`config.mk`:
```
export PLATFORM = sky130hd
export DESIGN_NAME = mem_cmd_top
export DESIGN_NICKNAME = d
export VERILOG_FILES = /design/src/mem_cmd_pkg.sv /design/src/cmd_decode.sv /design/src/mem_cmd_top.sv /design/src/mem_execute.sv /design/src/oh_ram.sv /design/src/payload_fifo.sv /design/src/resp_result.sv
export SDC_FILE = /design/constraint.sdc
export NUM_CORES = 2
export LEC_CHECK = 0
export BUFFER_PORTS_ARGS = -buffer_cell sky130_fd_sc_hd__buf_2
export CORE_ASPECT_RATIO = 1.5
export CORE_UTILIZATION = 25
export DETAILED_ROUTE_END_ITERATION = 10
export GPL_TIMING_DRIVEN = 1
export PLACE_DENSITY_LB_ADDON = 0.12
export SYNTH_ARGS = -nofsm -noshare
export SYNTH_HDL_FRONTEND = slang
export SYNTH_HIERARCHICAL = 1
export SYNTH_SLANG_ARGS = --single-unit
```
`constraint.sdc`:
```
create_clock -name rd_clk -period 7.6 [get_ports rd_clk]
set_clock_uncertainty 0.05 [all_clocks]
set_input_delay 1.14 -clock rd_clk [delete_from_list [all_inputs] [get_ports rd_clk]]
set_output_delay 1.14 -clock rd_clk [all_outputs]
set_load 0.01 [all_outputs]
```
`src/mem_cmd_pkg.sv`:
```
// shared widths, opcodes and payload layouts for the memory command unit
// every module refers to these by scoped name

`default_nettype none

package mem_cmd_pkg;

   // ####################
   // widths
   localparam int DATA_W    = 32;                  // data word
   localparam int MASK_W    = DATA_W / 8;          // one bit per byte
   localparam int MEM_DEPTH = 32;                  // words in the ram
   localparam int ADDR_W    = $clog2(MEM_DEPTH);   // 5 bits
   localparam int TAG_W     = 4;                   // response tag
   localparam int OP_W      = 2;

   // ####################
   // opcodes, 3 is reserved and dropped
   localparam logic [OP_W-1:0] OP_READ   = 2'd0;
   localparam logic [OP_W-1:0] OP_WRITE  = 2'd1;
   localparam logic [OP_W-1:0] OP_TOGGLE = 2'd2;

   // ####################
   // buffer sizes
   localparam int CMD_FIFO_DEPTH  = 2;
   localparam int RESP_FIFO_DEPTH = 4;   // room check assumes >= 2

   // command as stored in the input fifo, 47 bits
   typedef struct packed {
      logic [OP_W-1:0]   op;
      logic [TAG_W-1:0]  tag;
      logic [ADDR_W-1:0] addr;
      logic [DATA_W-1:0] data;
      logic [MASK_W-1:0] mask;
   } cmd_word_t;

   // response as stored in the output fifo, 36 bits
   typedef struct packed {
      logic [TAG_W-1:0]  tag;
      logic [DATA_W-1:0] data;
   } resp_word_t;

endpackage

`default_nettype wire

```
`src/cmd_decode.sv`:
```
// command front end
// queues commands in a small fifo, then decodes the head into one-hot
// operation flags and a bit write mask held in an output register
// reserved opcodes are popped and never reach execute

`timescale 1ns/1ps
`default_nettype none

module cmd_decode (
   input  logic                            rd_clk,
   input  logic                            rst_n,
   // command port
   input  logic                            cmd_valid,
   output logic                            cmd_ready,
   input  logic [mem_cmd_pkg::OP_W-1:0]    cmd_op,
   input  logic [mem_cmd_pkg::TAG_W-1:0]   cmd_tag,
   input  logic [mem_cmd_pkg::ADDR_W-1:0]  cmd_addr,
   input  logic [mem_cmd_pkg::DATA_W-1:0]  cmd_data,
   input  logic [mem_cmd_pkg::MASK_W-1:0]  cmd_mask,
   // to execute
   output logic                            dec_valid,
   output logic                            dec_read,
   output logic                            dec_write,
   output logic                            dec_toggle,
   output logic [mem_cmd_pkg::TAG_W-1:0]   dec_tag,
   output logic [mem_cmd_pkg::ADDR_W-1:0]  dec_addr,
   output logic [mem_cmd_pkg::DATA_W-1:0]  dec_data,
   output logic [mem_cmd_pkg::DATA_W-1:0]  dec_wem,
   input  logic                            exe_ready
);

   mem_cmd_pkg::cmd_word_t cmd_in;
   mem_cmd_pkg::cmd_word_t head;
   logic                   head_valid;
   logic                   head_pop;
   logic                   head_rsvd;   // opcode 3
   logic                   reg_free;
   logic                   load;
   logic [mem_cmd_pkg::DATA_W-1:0] head_wem;

   // pack the loose fields
   assign cmd_in = '{op: cmd_op, tag: cmd_tag, addr: cmd_addr,
                     data: cmd_data, mask: cmd_mask};

   payload_fifo #(
      .payload_t (mem_cmd_pkg::cmd_word_t),
      .DEPTH     (mem_cmd_pkg::CMD_FIFO_DEPTH)
   ) cmd_fifo_inst (
      .rd_clk    (rd_clk),
      .rst_n     (rst_n),
      .in_valid  (cmd_valid),
      .in_ready  (cmd_ready),
      .in_data   (cmd_in),
      .out_valid (head_valid),
      .out_ready (head_pop),
      .out_data  (head),
      .count     ()
   );

   // ####################
   // head decode
   assign head_rsvd = !(head.op == mem_cmd_pkg::OP_READ ||
                        head.op == mem_cmd_pkg::OP_WRITE ||
                        head.op == mem_cmd_pkg::OP_TOGGLE);
   assign reg_free  = !dec_valid || exe_ready;   // empty or leaving now
   assign head_pop  = head_rsvd || reg_free;     // reserved just drained
   assign load      = head_valid && reg_free && !head_rsvd;

   // byte mask to bit mask
   always_comb begin
      for (int i = 0; i < mem_cmd_pkg::MASK_W; i++) begin
         head_wem[8*i +: 8] = {8{head.mask[i]}};
      end
   end

   // output register, flags are control and get reset
   always_ff @(posedge rd_clk) begin
      if (!rst_n) begin
         dec_valid  <= 1'b0;
         dec_read   <= 1'b0;
         dec_write  <= 1'b0;
         dec_toggle <= 1'b0;
      end else if (reg_free) begin
         dec_valid  <= load;
         dec_read   <= load && (head.op == mem_cmd_pkg::OP_READ);
         dec_write  <= load && (head.op == mem_cmd_pkg::OP_WRITE);
         dec_toggle <= load && (head.op == mem_cmd_pkg::OP_TOGGLE);
      end
   end

   always_ff @(posedge rd_clk) begin
      if (load) begin
         dec_tag  <= head.tag;
         dec_addr <= head.addr;
         dec_data <= head.data;
         dec_wem  <= head_wem;
      end
   end

endmodule

`default_nettype wire

```
`src/mem_cmd_top.sv`:
```
// top of the command driven memory access unit
// decode -> execute -> result, all on rd_clk
// commands in on cmd_*, read and toggle responses out on resp_* in order

`timescale 1ns/1ps
`default_nettype none

module mem_cmd_top (
   input  logic                            rd_clk,
   input  logic                            rst_n,
   // command port
   input  logic                            cmd_valid,
   output logic                            cmd_ready,
   input  logic [mem_cmd_pkg::OP_W-1:0]    cmd_op,
   input  logic [mem_cmd_pkg::TAG_W-1:0]   cmd_tag,
   input  logic [mem_cmd_pkg::ADDR_W-1:0]  cmd_addr,
   input  logic [mem_cmd_pkg::DATA_W-1:0]  cmd_data,
   input  logic [mem_cmd_pkg::MASK_W-1:0]  cmd_mask,
   // response port
   output logic                            resp_valid,
   input  logic                            resp_ready,
   output logic [mem_cmd_pkg::TAG_W-1:0]   resp_tag,
   output logic [mem_cmd_pkg::DATA_W-1:0]  resp_data
);

   // ####################
   // decode to execute
   logic                           dec_valid;
   logic                           dec_read;
   logic                           dec_write;
   logic                           dec_toggle;
   logic [mem_cmd_pkg::TAG_W-1:0]  dec_tag;
   logic [mem_cmd_pkg::ADDR_W-1:0] dec_addr;
   logic [mem_cmd_pkg::DATA_W-1:0] dec_data;
   logic [mem_cmd_pkg::DATA_W-1:0] dec_wem;
   logic                           exe_ready;

   // execute to result
   logic                           rd_ret_valid;
   logic [mem_cmd_pkg::TAG_W-1:0]  rd_ret_tag;
   logic [mem_cmd_pkg::DATA_W-1:0] rd_ret_data;
   logic                           resp_room;

   cmd_decode cmd_decode_inst (
      .rd_clk     (rd_clk),
      .rst_n      (rst_n),
      .cmd_valid  (cmd_valid),
      .cmd_ready  (cmd_ready),
      .cmd_op     (cmd_op),
      .cmd_tag    (cmd_tag),
      .cmd_addr   (cmd_addr),
      .cmd_data   (cmd_data),
      .cmd_mask   (cmd_mask),
      .dec_valid  (dec_valid),
      .dec_read   (dec_read),
      .dec_write  (dec_write),
      .dec_toggle (dec_toggle),
      .dec_tag    (dec_tag),
      .dec_addr   (dec_addr),
      .dec_data   (dec_data),
      .dec_wem    (dec_wem),
      .exe_ready  (exe_ready)
   );

   mem_execute mem_execute_inst (
      .rd_clk       (rd_clk),
      .rst_n        (rst_n),
      .dec_valid    (dec_valid),
      .dec_read     (dec_read),
      .dec_write    (dec_write),
      .dec_toggle   (dec_toggle),
      .dec_tag      (dec_tag),
      .dec_addr     (dec_addr),
      .dec_data     (dec_data),
      .dec_wem      (dec_wem),
      .exe_ready    (exe_ready),
      .resp_room    (resp_room),
      .rd_ret_valid (rd_ret_valid),
      .rd_ret_tag   (rd_ret_tag),
      .rd_ret_data  (rd_ret_data)
   );

   resp_result resp_result_inst (
      .rd_clk       (rd_clk),
      .rst_n        (rst_n),
      .rd_ret_valid (rd_ret_valid),
      .rd_ret_tag   (rd_ret_tag),
      .rd_ret_data  (rd_ret_data),
      .resp_room    (resp_room),
      .resp_valid   (resp_valid),
      .resp_ready   (resp_ready),
      .resp_tag     (resp_tag),
      .resp_data    (resp_data)
   );

endmodule

`default_nettype wire

```
`src/mem_execute.sv`:
```
// memory access stage
// writes go straight to the ram, reads and toggles fire rd_en and
// return one cycle later through a one deep pipeline register
// a toggle writes old ^ data back in the next cycle and stalls intake

`timescale 1ns/1ps
`default_nettype none

module mem_execute (
   input  logic                            rd_clk,
   input  logic                            rst_n,
   // from decode
   input  logic                            dec_valid,
   input  logic                            dec_read,
   input  logic                            dec_write,
   input  logic                            dec_toggle,
   input  logic [mem_cmd_pkg::TAG_W-1:0]   dec_tag,
   input  logic [mem_cmd_pkg::ADDR_W-1:0]  dec_addr,
   input  logic [mem_cmd_pkg::DATA_W-1:0]  dec_data,
   input  logic [mem_cmd_pkg::DATA_W-1:0]  dec_wem,
   output logic                            exe_ready,
   // from result
   input  logic                            resp_room,
   // read return
   output logic                            rd_ret_valid,
   output logic [mem_cmd_pkg::TAG_W-1:0]   rd_ret_tag,
   output logic [mem_cmd_pkg::DATA_W-1:0]  rd_ret_data
);

   logic accept;
   logic rd_en;
   logic wb_pending;   // toggle write back this cycle

   // pipeline stage for the returning read
   logic                           p_valid;
   logic                           p_toggle;
   logic [mem_cmd_pkg::TAG_W-1:0]  p_tag;
   logic [mem_cmd_pkg::ADDR_W-1:0] p_addr;
   logic [mem_cmd_pkg::DATA_W-1:0] p_data;
   logic [mem_cmd_pkg::DATA_W-1:0] p_wem;

   logic                           wr_en;
   logic [mem_cmd_pkg::ADDR_W-1:0] wr_addr;
   logic [mem_cmd_pkg::DATA_W-1:0] wr_wem;
   logic [mem_cmd_pkg::DATA_W-1:0] wr_din;
   logic [mem_cmd_pkg::DATA_W-1:0] rd_dout;
   mem_cmd_pkg::resp_word_t        ret_word;

   // ####################
   // intake
   assign wb_pending = p_valid && p_toggle;
   assign exe_ready  = !wb_pending && (dec_write || resp_room);   // writes skip room
   assign accept     = dec_valid && exe_ready;
   assign rd_en      = accept && (dec_read || dec_toggle);

   always_ff @(posedge rd_clk) begin
      if (!rst_n) begin
         p_valid  <= 1'b0;
         p_toggle <= 1'b0;
      end else begin
         p_valid  <= rd_en;
         p_toggle <= rd_en && dec_toggle;
      end
   end

   always_ff @(posedge rd_clk) begin
      if (rd_en) begin
         p_tag  <= dec_tag;
         p_addr <= dec_addr;
         p_data <= dec_data;
         p_wem  <= dec_wem;
      end
   end

   // ####################
   // write mux, intake is blocked during write back
   assign wr_en   = wb_pending || (accept && dec_write);
   assign wr_addr = wb_pending ? p_addr : dec_addr;
   assign wr_wem  = wb_pending ? p_wem : dec_wem;
   assign wr_din  = wb_pending ? (rd_dout ^ p_data) : dec_data;   // ram masks

   oh_ram #(
      .DW       (mem_cmd_pkg::DATA_W),
      .DEPTH    (mem_cmd_pkg::MEM_DEPTH),
      .REG      (1),
      .DUALPORT (1),
      .AW       (mem_cmd_pkg::ADDR_W)
   ) ram_inst (
      .rd_clk  (rd_clk),
      .rd_en   (rd_en),
      .rd_addr (dec_addr),
      .rd_dout (rd_dout),
      .wr_clk  (rd_clk),   // single clock domain
      .wr_en   (wr_en),
      .wr_addr (wr_addr),
      .wr_wem  (wr_wem),
      .wr_din  (wr_din)
   );

   // return old word with its tag
   assign ret_word     = '{tag: p_tag, data: rd_dout};
   assign rd_ret_valid = p_valid;
   assign rd_ret_tag   = ret_word.tag;
   assign rd_ret_data  = ret_word.data;

endmodule

`default_nettype wire

```
`src/oh_ram.sv`:
```
// generic word memory with a per-bit write enable vector
// REG = 1 registers the read word while rd_en is high
// DUALPORT = 0 reads from the write address instead of rd_addr

`timescale 1ns/1ps
`default_nettype none

module oh_ram #(
   parameter int DW       = 32,              // word width
   parameter int DEPTH    = 32,              // number of words
   parameter int REG      = 1,               // registered read data
   parameter int DUALPORT = 1,               // separate read address
   parameter int AW       = $clog2(DEPTH)    // address width
) (
   // read side
   input  logic          rd_clk,
   input  logic          rd_en,
   input  logic [AW-1:0] rd_addr,
   output logic [DW-1:0] rd_dout,
   // write side
   input  logic          wr_clk,
   input  logic          wr_en,
   input  logic [AW-1:0] wr_addr,
   input  logic [DW-1:0] wr_wem,   // bit enables
   input  logic [DW-1:0] wr_din
);

   logic [DW-1:0] ram [DEPTH];   // contents undefined until written
   logic [AW-1:0] dp_addr;
   logic [DW-1:0] rdata;
   logic [DW-1:0] rd_q;

   // single port mode shares the write address
   assign dp_addr = (DUALPORT == 1) ? rd_addr : wr_addr;

   // ####################
   // write port
   always_ff @(posedge wr_clk) begin
      if (wr_en) begin
         // keep bits outside the enable vector
         ram[wr_addr] <= (ram[wr_addr] & ~wr_wem) | (wr_din & wr_wem);
      end
   end

   // ####################
   // read port
   assign rdata = ram[dp_addr];

   always_ff @(posedge rd_clk) begin
      if (rd_en) rd_q <= rdata;   // hold last word otherwise
   end

   assign rd_dout = (REG == 1) ? rd_q : rdata;

endmodule

`default_nettype wire

```
`src/payload_fifo.sv`:
```
// small synchronous fifo, payload type and depth set by parameters
// in_ready comes from a register so it stays low while in reset
// out_valid follows occupancy, push and pop allowed in one cycle

`timescale 1ns/1ps
`default_nettype none

module payload_fifo #(
   parameter type payload_t = logic [7:0],
   parameter int  DEPTH     = 2
) (
   input  logic                       rd_clk,
   input  logic                       rst_n,
   input  logic                       in_valid,
   output logic                       in_ready,
   input  payload_t                   in_data,
   output logic                       out_valid,
   input  logic                       out_ready,
   output payload_t                   out_data,
   output logic [$clog2(DEPTH+1)-1:0] count
);

   localparam int PTR_W = (DEPTH > 1) ? $clog2(DEPTH) : 1;
   localparam int CNT_W = $clog2(DEPTH + 1);

   payload_t         mem [DEPTH];   // storage, no reset
   logic [PTR_W-1:0] wr_ptr;
   logic [PTR_W-1:0] rd_ptr;
   logic [CNT_W-1:0] count_q;
   logic [CNT_W-1:0] count_nxt;
   logic             ready_q;
   logic             push;
   logic             pop;

   assign push      = in_valid & ready_q;
   assign pop       = out_valid & out_ready;
   assign count_nxt = count_q + CNT_W'(push) - CNT_W'(pop);

   assign in_ready  = ready_q;
   assign out_valid = (count_q != '0);   // not empty
   assign out_data  = mem[rd_ptr];
   assign count     = count_q;

   // ####################
   // pointers and occupancy
   always_ff @(posedge rd_clk) begin
      if (!rst_n) begin
         wr_ptr  <= '0;
         rd_ptr  <= '0;
         count_q <= '0;
         ready_q <= 1'b0;   // held off until out of reset
      end else begin
         count_q <= count_nxt;
         ready_q <= (count_nxt != CNT_W'(DEPTH));
         if (push) begin
            if (wr_ptr == PTR_W'(DEPTH - 1)) wr_ptr <= '0;   // wrap
            else wr_ptr <= wr_ptr + 1'b1;
         end
         if (pop) begin
            if (rd_ptr == PTR_W'(DEPTH - 1)) rd_ptr <= '0;
            else rd_ptr <= rd_ptr + 1'b1;
         end
      end
   end

   // data store
   always_ff @(posedge rd_clk) begin
      if (push) mem[wr_ptr] <= in_data;
   end

endmodule

`default_nettype wire

```
`src/resp_result.sv`:
```
// response stage
// every read return is pushed into the response fifo, the head goes
// out on the resp port under valid/ready
// resp_room keeps two slots free for reads already committed

`timescale 1ns/1ps
`default_nettype none

module resp_result (
   input  logic                            rd_clk,
   input  logic                            rst_n,
   // read return
   input  logic                            rd_ret_valid,
   input  logic [mem_cmd_pkg::TAG_W-1:0]   rd_ret_tag,
   input  logic [mem_cmd_pkg::DATA_W-1:0]  rd_ret_data,
   output logic                            resp_room,
   // response port
   output logic                            resp_valid,
   input  logic                            resp_ready,
   output logic [mem_cmd_pkg::TAG_W-1:0]   resp_tag,
   output logic [mem_cmd_pkg::DATA_W-1:0]  resp_data
);

   localparam int CNT_W = $clog2(mem_cmd_pkg::RESP_FIFO_DEPTH + 1);

   mem_cmd_pkg::resp_word_t ret_word;
   mem_cmd_pkg::resp_word_t head;
   logic [CNT_W-1:0]        fill;

   assign ret_word = '{tag: rd_ret_tag, data: rd_ret_data};

   // ####################
   // response buffer
   // never full on push, room check upstream guarantees a slot
   payload_fifo #(
      .payload_t (mem_cmd_pkg::resp_word_t),
      .DEPTH     (mem_cmd_pkg::RESP_FIFO_DEPTH)
   ) resp_fifo_inst (
      .rd_clk    (rd_clk),
      .rst_n     (rst_n),
      .in_valid  (rd_ret_valid),
      .in_ready  (),
      .in_data   (ret_word),
      .out_valid (resp_valid),
      .out_ready (resp_ready),
      .out_data  (head),
      .count     (fill)
   );

   // one return in flight plus one being issued
   assign resp_room = (fill <= CNT_W'(mem_cmd_pkg::RESP_FIFO_DEPTH - 2));

   // unpack head
   assign resp_tag  = head.tag;
   assign resp_data = head.data;

endmodule

`default_nettype wire

```
# ---- After elaboration in Yosys (flattened, before gate mapping)
# Memory sizes are Yosys's and may differ from the RTL's. A register that Yosys moved wholly into a read port is not among the register bits.
# Index checks and enable logic that the tools add are counted.
dict set report word_totals {
  wordCells 90
  regBits 151
  n_memories 3
  out_inout_bits 38
  mem_bits_ro 0
  latchBits 0
  mem_bits_rw 1262
}
dict set report op_classes {
  reduce_logical 24
  n_addsub 8
  bitwise 9
  mul 0
  n_lt_le_gt_ge 1
  n_mux 17
  shifts 0
  eq_ne 6
  div 0
}
# name words word_bits rd rd_ports_with_merged_regs write_ports line
set memory_table {}
lappend memory_table {mem_execute_inst.ram_inst.ram 32 32 2 1 1 oh_ram.sv:28} ;# logic [DW-1:0] ram [DEPTH];
lappend memory_table {resp_result_inst.resp_fifo_inst.mem 4 36 1 1 1 payload_fifo.sv:26} ;# payload_t mem [DEPTH];
lappend memory_table {cmd_decode_inst.cmd_fifo_inst.mem 2 47 1 1 1 payload_fifo.sv:26}
# operator n
set ops {}
lappend ops {{32-bit bitwise AND} 2}
lappend ops {{32-bit 2-to-1 mux} 2}
lappend ops {{32-bit NOT} 1}
lappend ops {{32-bit OR} 1}
lappend ops {{32-bit bitwise XOR} 1}
lappend ops {{1-bit logical AND} 11}
lappend ops {{1-bit 2-to-1 mux} 10}
lappend ops {{2-bit 2-to-1 mux} 4}
lappend ops {{1-bit logical OR} 7}
lappend ops {{2-bit equality test, second input constant} 3}
lappend ops {{5-bit 2-to-1 mux} 1}
lappend ops {{2-bit by 1-bit adder with 2-bit output, second input constant} 2}
lappend ops {{1-bit bitwise AND} 4}
lappend ops {{3-bit by 1-bit adder with 3-bit output} 1}
lappend ops {{3-bit by 2-bit <= comparator with 1-bit output, second input constant} 1}
lappend ops {{1-bit zero test} 3}
lappend ops {{3-bit != test, second input constant} 1}
lappend ops {{3-bit nonzero test} 1}
lappend ops {{3-bit by 1-bit subtractor with 3-bit output} 1}
lappend ops {{1-bit adder, second input constant} 2}
lappend ops {{2-bit by 1-bit adder with 2-bit output} 1}
lappend ops {{2-bit by 1-bit equality test with 1-bit output, second input constant} 1}
lappend ops {{2-bit zero test} 1}
lappend ops {{2-bit != test, second input constant} 1}
lappend ops {{2 further kinds} 2}

# ---- Depth between registers and ports, before layout
dict set report logic_depth {
  depth_word 8
  mapped_depth 13
}

# ---- Hierarchy
# Netlist, hierarchy kept.
# module cells_per_inst seq_area_each_um2 instances area_per_inst_um2
set modules_own_cells {}
lappend modules_own_cells {oh_ram 2403 31710.4 1 48210.0}
lappend modules_own_cells {{payload_fifo at resp_result_inst.resp_fifo_inst} 237 4524.3 1 5763.0}
lappend modules_own_cells {{payload_fifo at cmd_decode_inst.cmd_fifo_inst} 178 2942.8 1 3712.3}
lappend modules_own_cells {mem_execute 236 2232.1 1 3474.6}
lappend modules_own_cells {cmd_decode 93 1431.4 1 1761.7}
lappend modules_own_cells {resp_result 1 0.0 1 8.8}

# ---- Least setup slack after synthesis
# Ideal clock, no wire load.
dict set report synth_timing {
  kind {reg2reg}
  startpoint {reg mem_execute_inst.p_valid, in the netlist mem_execute_inst/rd_ret_valid}
  endpoint {reg mem_execute_inst/p_addr[0] in the netlist's numbering (enable)}
  arrival_time_ps 5066
  stages_incl_launch_ff 4
  path_slack_ps 1915
  setup_time_ps 570
  path_cell_list {dfxtp_1 -> buf_4 -> o2bb2ai_1 -> nor2_1}
}
dict set report synth_between {
  elab_chain_len 5
}
# element line
set synth_rtl {}
lappend synth_rtl {{start: declaration} mem_execute.sv:35} ;# logic p_valid;
lappend synth_rtl {{start signal: assignment} mem_execute.sv:61} ;# p_valid <= rd_en;
lappend synth_rtl {{1-bit logical AND} mem_execute.sv:51} ;# assign wb_pending = p_valid && p_toggle;
lappend synth_rtl {{1-bit zero test} mem_execute.sv:52} ;# assign exe_ready = !wb_pending && (dec_write || resp_room);
lappend synth_rtl {{1-bit logical AND} mem_execute.sv:52}
lappend synth_rtl {{1-bit logical AND} mem_execute.sv:53} ;# assign accept = dec_valid && exe_ready;
lappend synth_rtl {{1-bit logical AND} mem_execute.sv:54} ;# assign rd_en = accept && (dec_read || dec_toggle);
lappend synth_rtl {{via mem_execute_inst.rd_en} mem_execute.sv:31} ;# logic rd_en;
lappend synth_rtl {{end signal: assignment} mem_execute.sv:69} ;# p_addr <= dec_addr;
lappend synth_rtl {{end: declaration} mem_execute.sv:38} ;# logic [mem_cmd_pkg::ADDR_W-1:0] p_addr;
# The timed path passes the listed nets, and every way through them passes these cells.
# A chain may end at the register's enable or synchronous reset.

# ---- Worst setup path in the final report
dict set report layout_timing {
  startpoint {reg mem_execute_inst.p_valid, in the netlist mem_execute_inst/rd_ret_valid}
  endpoint {mem mem_execute_inst.ram_inst.ram[4][7] (data pin)}
}
dict set report layout_between {
  elab_chain_len 5
}
# element line
set layout_rtl {}
lappend layout_rtl {{1-bit logical AND} mem_execute.sv:51}
lappend layout_rtl {{5-bit 2-to-1 mux} mem_execute.sv:78} ;# assign wr_addr = wb_pending ? p_addr : dec_addr;
lappend layout_rtl {{via mem_execute_inst.wr_addr (one bit)} mem_execute.sv:43} ;# logic [mem_cmd_pkg::ADDR_W-1:0] wr_addr;
lappend layout_rtl {{memory 32 x 32 bit} n/a}
lappend layout_rtl {{32-bit bitwise AND} oh_ram.sv:41} ;# ram[wr_addr] <= (ram[wr_addr] & ~wr_wem) | (wr_din & wr_wem);
lappend layout_rtl {{32-bit OR} oh_ram.sv:41}
lappend layout_rtl {{end: declaration} oh_ram.sv:28}
# The timed path passes the listed nets, and every way through them passes these cells.

==> summary.md <==
| Metric | Value |
|---|---|
| Crit. Startpoint | mem_execute_inst/rd_ret_valid$_SDFF_PN0_ |
| Hpwl dp | 138 mm |
| Setup crit end kind | flop |
| Largest net degree at the start of global routing | 109 |
| Final WL | 229 mm |
| Critical-path maximum fanout | 28 |
| Worst-Margin Slew | 1320 ps |
| DR pass1 iterations | 7 |
| Final hold slack | 378 ps |
| Synth warn | 6 |
| DR vias/cell | 4.97 |
| Max Cap Viol | 0 |
| Crit-path leading delay family | simple AND/OR/NAND/NOR gates |
| Pwr Density | 354 mW/mm² |
| Post-Syn Area | 0.0629 mm² |
| Fin crit share | 0.738 |
| Via count | 33200 |
| Hold_sp | cmd_decode_inst/dec_tag[2]$_DFFE_PP_ |
| Placed cells | 6419 |
| Yosys cell types | 74 |
| Count of state elements after synthesis | 1434 |
| Vias in the first global route | 35100 |
| Crit path max-delay cell type | a32oi_1 |
| Post-synth EDFFs | 1412 |
| Initial Utilization | 0.251 |
| Worst path most repeated cell | buf_4 |
| Remaining DRCs | 0 |
| Hold Crit Class | flop to flop |
| Sequential Power Share | 0.410 |
| Overall routing resource usage | 0.178 |
| Clock transition at the registers of the reported paths | 60 ps |
| Clk pwr share | 0.287 |
| Max_slew headroom | 0.118 |
| Area contributors post-synth | edfxtp_1, mux4_2, mux2i_1, mux2_2, o22ai_1 |
| Core Region | 0.250 mm² |
| Async SR Flop Fraction | 0 |
| Met2 usage | 0.328 |
| CTS sink cnt | 1434 |
| First-pass GRT wire length | 310 mm |
| Root Driver | clkbuf_16 |
| Setup Total Neg Slack | 0 ps |
| Crit path DAT | 6190 ps |
| Layout cell share with drive strength beyond 1 | 0.313 |
| I/O pins | 89 |
| Die Ht | 616 µm |
| Worst path required time | 8190 ps |
| H-tree levels | 4 |
| Routed Antenna Nets | 0 |
| CP Buf/Inv Count | 4 |
| RSZ-0062 raised after global routing | no |
| Seq/Total Area, Yosys | 0.681 |
| WL/cell | 34.3 µm |
| Met1 Usage GRT | 0.218 |
| Pre-CTS setup slack | 1940 ps |
| Worst skew pair latency | 800 ps |
| Total CTS buffers | 154 |
| Filler cell count in the final layout | 24500 |
| Critical-path cell list | buf_4 > nand2_4 > buf_4 > mux2_2 > nor2b_1 > nor2b_4 > buf_4 > a22oi_1 > a32oi_1 > buf_4 |
| Internal power | 17300 µW |
| Total power | 25700 µW |
| Hold Vio Cnt, Final | 0 |
| Syn avg cell area | 20.0 µm² |
| Crit Path Class | flop to flop |
| Syn_nets | 3208 |
| Initial antenna violation count | 5 |
| Most Crowded Layer GR | met2 |
| Status | complete, no violations |
| CTS Hold Buffers Added | 0 |
| Area growth from synthesis to layout | 15.1% |
| Number of post-CTS setup repair buffers | 0 |
| Crit path largest cell delay | 1040 ps |
| CP Launch Type | flop |
| Count of non-filler cells in the finished layout | 6683 |
| Placer congestion estimate | 0.773 |
| Fin. max-slew vios | 0 |
| Largest area contributor in the netlist | edfxtp_1 |
| DRT iter0 DRCs | 2728 |
| Leak | 0.0227 µW |
| Max clock buf depth | 4 |
| Die W | 412 µm |
| Yosys top cell area share | 0.674 |
| Final setup fails | 0 |
| Row cnt | 225 |
| Reg2Reg Launch Point | mem_execute_inst/rd_ret_valid$_SDFF_PN0_ |
| Met3 Use GR | 0.0200 |
| CTS tree | done |
| I/O Buffers | 88 |
| Nets | 3345 |
| Die area | 0.254 mm² |
| Sw Pwr | 8350 µW |
| Cells after Synth | 3148 |
| Synth Flop Type | edfxtp_1 |
| Max Fclk | 0.178 GHz |
| Crit path time final | 5610 ps |
| Comb pwr share | 0.303 |
| PostCTS Resize Cnt | 0 |
| Switch share | 0.325 |
| Max VDD drop | 0.206 mV |
| Grt total ovfl | 0 |
| Worst setup margin | 1990 ps |
-- sequential cells by signal, indices dropped and copies added, names as in the netlist, 2 cells and up, named ones only --
signal / flops
mem_execute_inst/p_data: 32
cmd_decode_inst/cmd_fifo_inst/mem: 94
resp_result_inst/resp_fifo_inst/wr_ptr: 2
mem_execute_inst/ram_inst/rd_dout: 32
resp_result_inst/resp_fifo_inst/count: 3
cmd_decode_inst/dec_wem: 4
cmd_decode_inst/dec_addr: 5
mem_execute_inst/p_wem: 32
resp_result_inst/resp_fifo_inst/mem: 144
mem_execute_inst/ram_inst/ram: 1024
resp_result_inst/resp_fifo_inst/rd_ptr: 2
mem_execute_inst/rd_ret_tag: 4
mem_execute_inst/p_addr: 5
cmd_decode_inst/dec_data: 32
cmd_decode_inst/dec_tag: 4
cmd_decode_inst/cmd_fifo_inst/count: 2
-- through the flow --
step | utilization | instance area, µm²
final | 0.289 | 72400
after global routing | 0.289 | 72400
after CTS | 0.289 | 72400
after detailed placement | 0.270 | 67700
after global placement | 0.270 | 67700
after floorplan | - | 62900
-- placed cells by master (no fill, tap or decap), drive strengths merged, types with 4 or more instances in the layout --
master    netlist  final
clkinv          0     62
mux4          467    467
nand3          13     13
a211oi         10     10
inv            27     31
a22o           20     20
o21a           36     36
xnor2          33     33
a21o            4      4
a21oi          84     84
nand2b          5      5
dfxtp          22     22
nor4            7      7
mux2i         295    295
nor2           42     42
a21boi          5      5
and2            9      9
mux2           84     84
edfxtp       1412   1412
nand4bb         5      5
nand4b          7      7
o22ai         110    110
ha              8      8
nand2          24     24
nor2b          24     24
buf           180    225
a2111oi        35     35
a22oi          49     49
and3            8      8
bufinv          0     13
clkbuf         64    177
clkinvlp        0      5
a32oi          17     17
-- final cells by class --
cell class,count,area (µm²),share of cell area
clock inverters,84,733,0.0101
flip-flops and latches,1434,42800,0.592
repair buffers,225,1610,0.0222
clock buffers,177,3980,0.0550
inverters,27,101,0.00140
diodes,2,5.00,0.0000691
well taps,3291,4120,0.0569
multi-input cells,1443,19000,0.263
-- cells in the mapped netlist (7+ instances only) --
| cell | number |
|---|---|
| a2111oi_0 | 35 |
| a211oi_1 | 10 |
| a21oi_1 | 83 |
| a22o_1 | 20 |
| a22oi_1 | 49 |
| a32oi_1 | 17 |
| and2_1 | 9 |
| and3_1 | 8 |
| buf_1 | 23 |
| buf_2 | 90 |
| buf_4 | 41 |
| buf_6 | 22 |
| clkbuf_1 | 63 |
| dfxtp_1 | 22 |
| edfxtp_1 | 1412 |
| ha_1 | 8 |
| inv_1 | 26 |
| mux2_2 | 65 |
| mux2_4 | 19 |
| mux2i_1 | 295 |
| mux4_2 | 461 |
| nand2_1 | 23 |
| nand3_1 | 13 |
| nand4b_1 | 7 |
| nor2_1 | 42 |
| nor2b_1 | 22 |
| nor4_1 | 7 |
| o21a_1 | 36 |
| o22ai_1 | 110 |
| xnor2_1 | 33 |
-- layer usage --
metal / wire length [µm] / part of all wire
met2: 123000 / 0.54
met4: 5770 / 0.025
met3: 8490 / 0.037
met1: 91900 / 0.40
met5: 0 / 0
-- power groups by stage --
stage	Combinational [µW]	Clock, µW	Sequential (µW)
after detailed placement	7930	0	10700
after CTS	7950	7610	10500
after floorplan	4970	0	10600
final	7780	7370	10500
after global routing	8280	7830	10600
after global placement	7960	0	10700
-- kinds of logic after synthesis --
logic type,Yosys count,synth area share
compound gates,386,0.0424
buf+inv,271,0.0240
xor+xnor,35,0.00509
mux,846,0.231
fa+ha+maj,9,0.00191
simple gates,167,0.0153
flops,1434,0.681
-- final timing paths --
| path | to | slack (ps) | cells past startpoint |
|---|---|---|---|
| max reg2reg | mem_execute_inst/ram_inst/ram[4][7]$_DFFE_PP_ | 1990 | 10 |
| max | mem_execute_inst/ram_inst/ram[4][7]$_DFFE_PP_ | 1990 | 10 |
| min reg2reg | mem_execute_inst/rd_ret_tag[2]$_DFFE_PP_ | 380 | 0 |
| min | mem_execute_inst/rd_ret_tag[2]$_DFFE_PP_ | 380 | 0 |
Power figures use the tool's default switching activity.
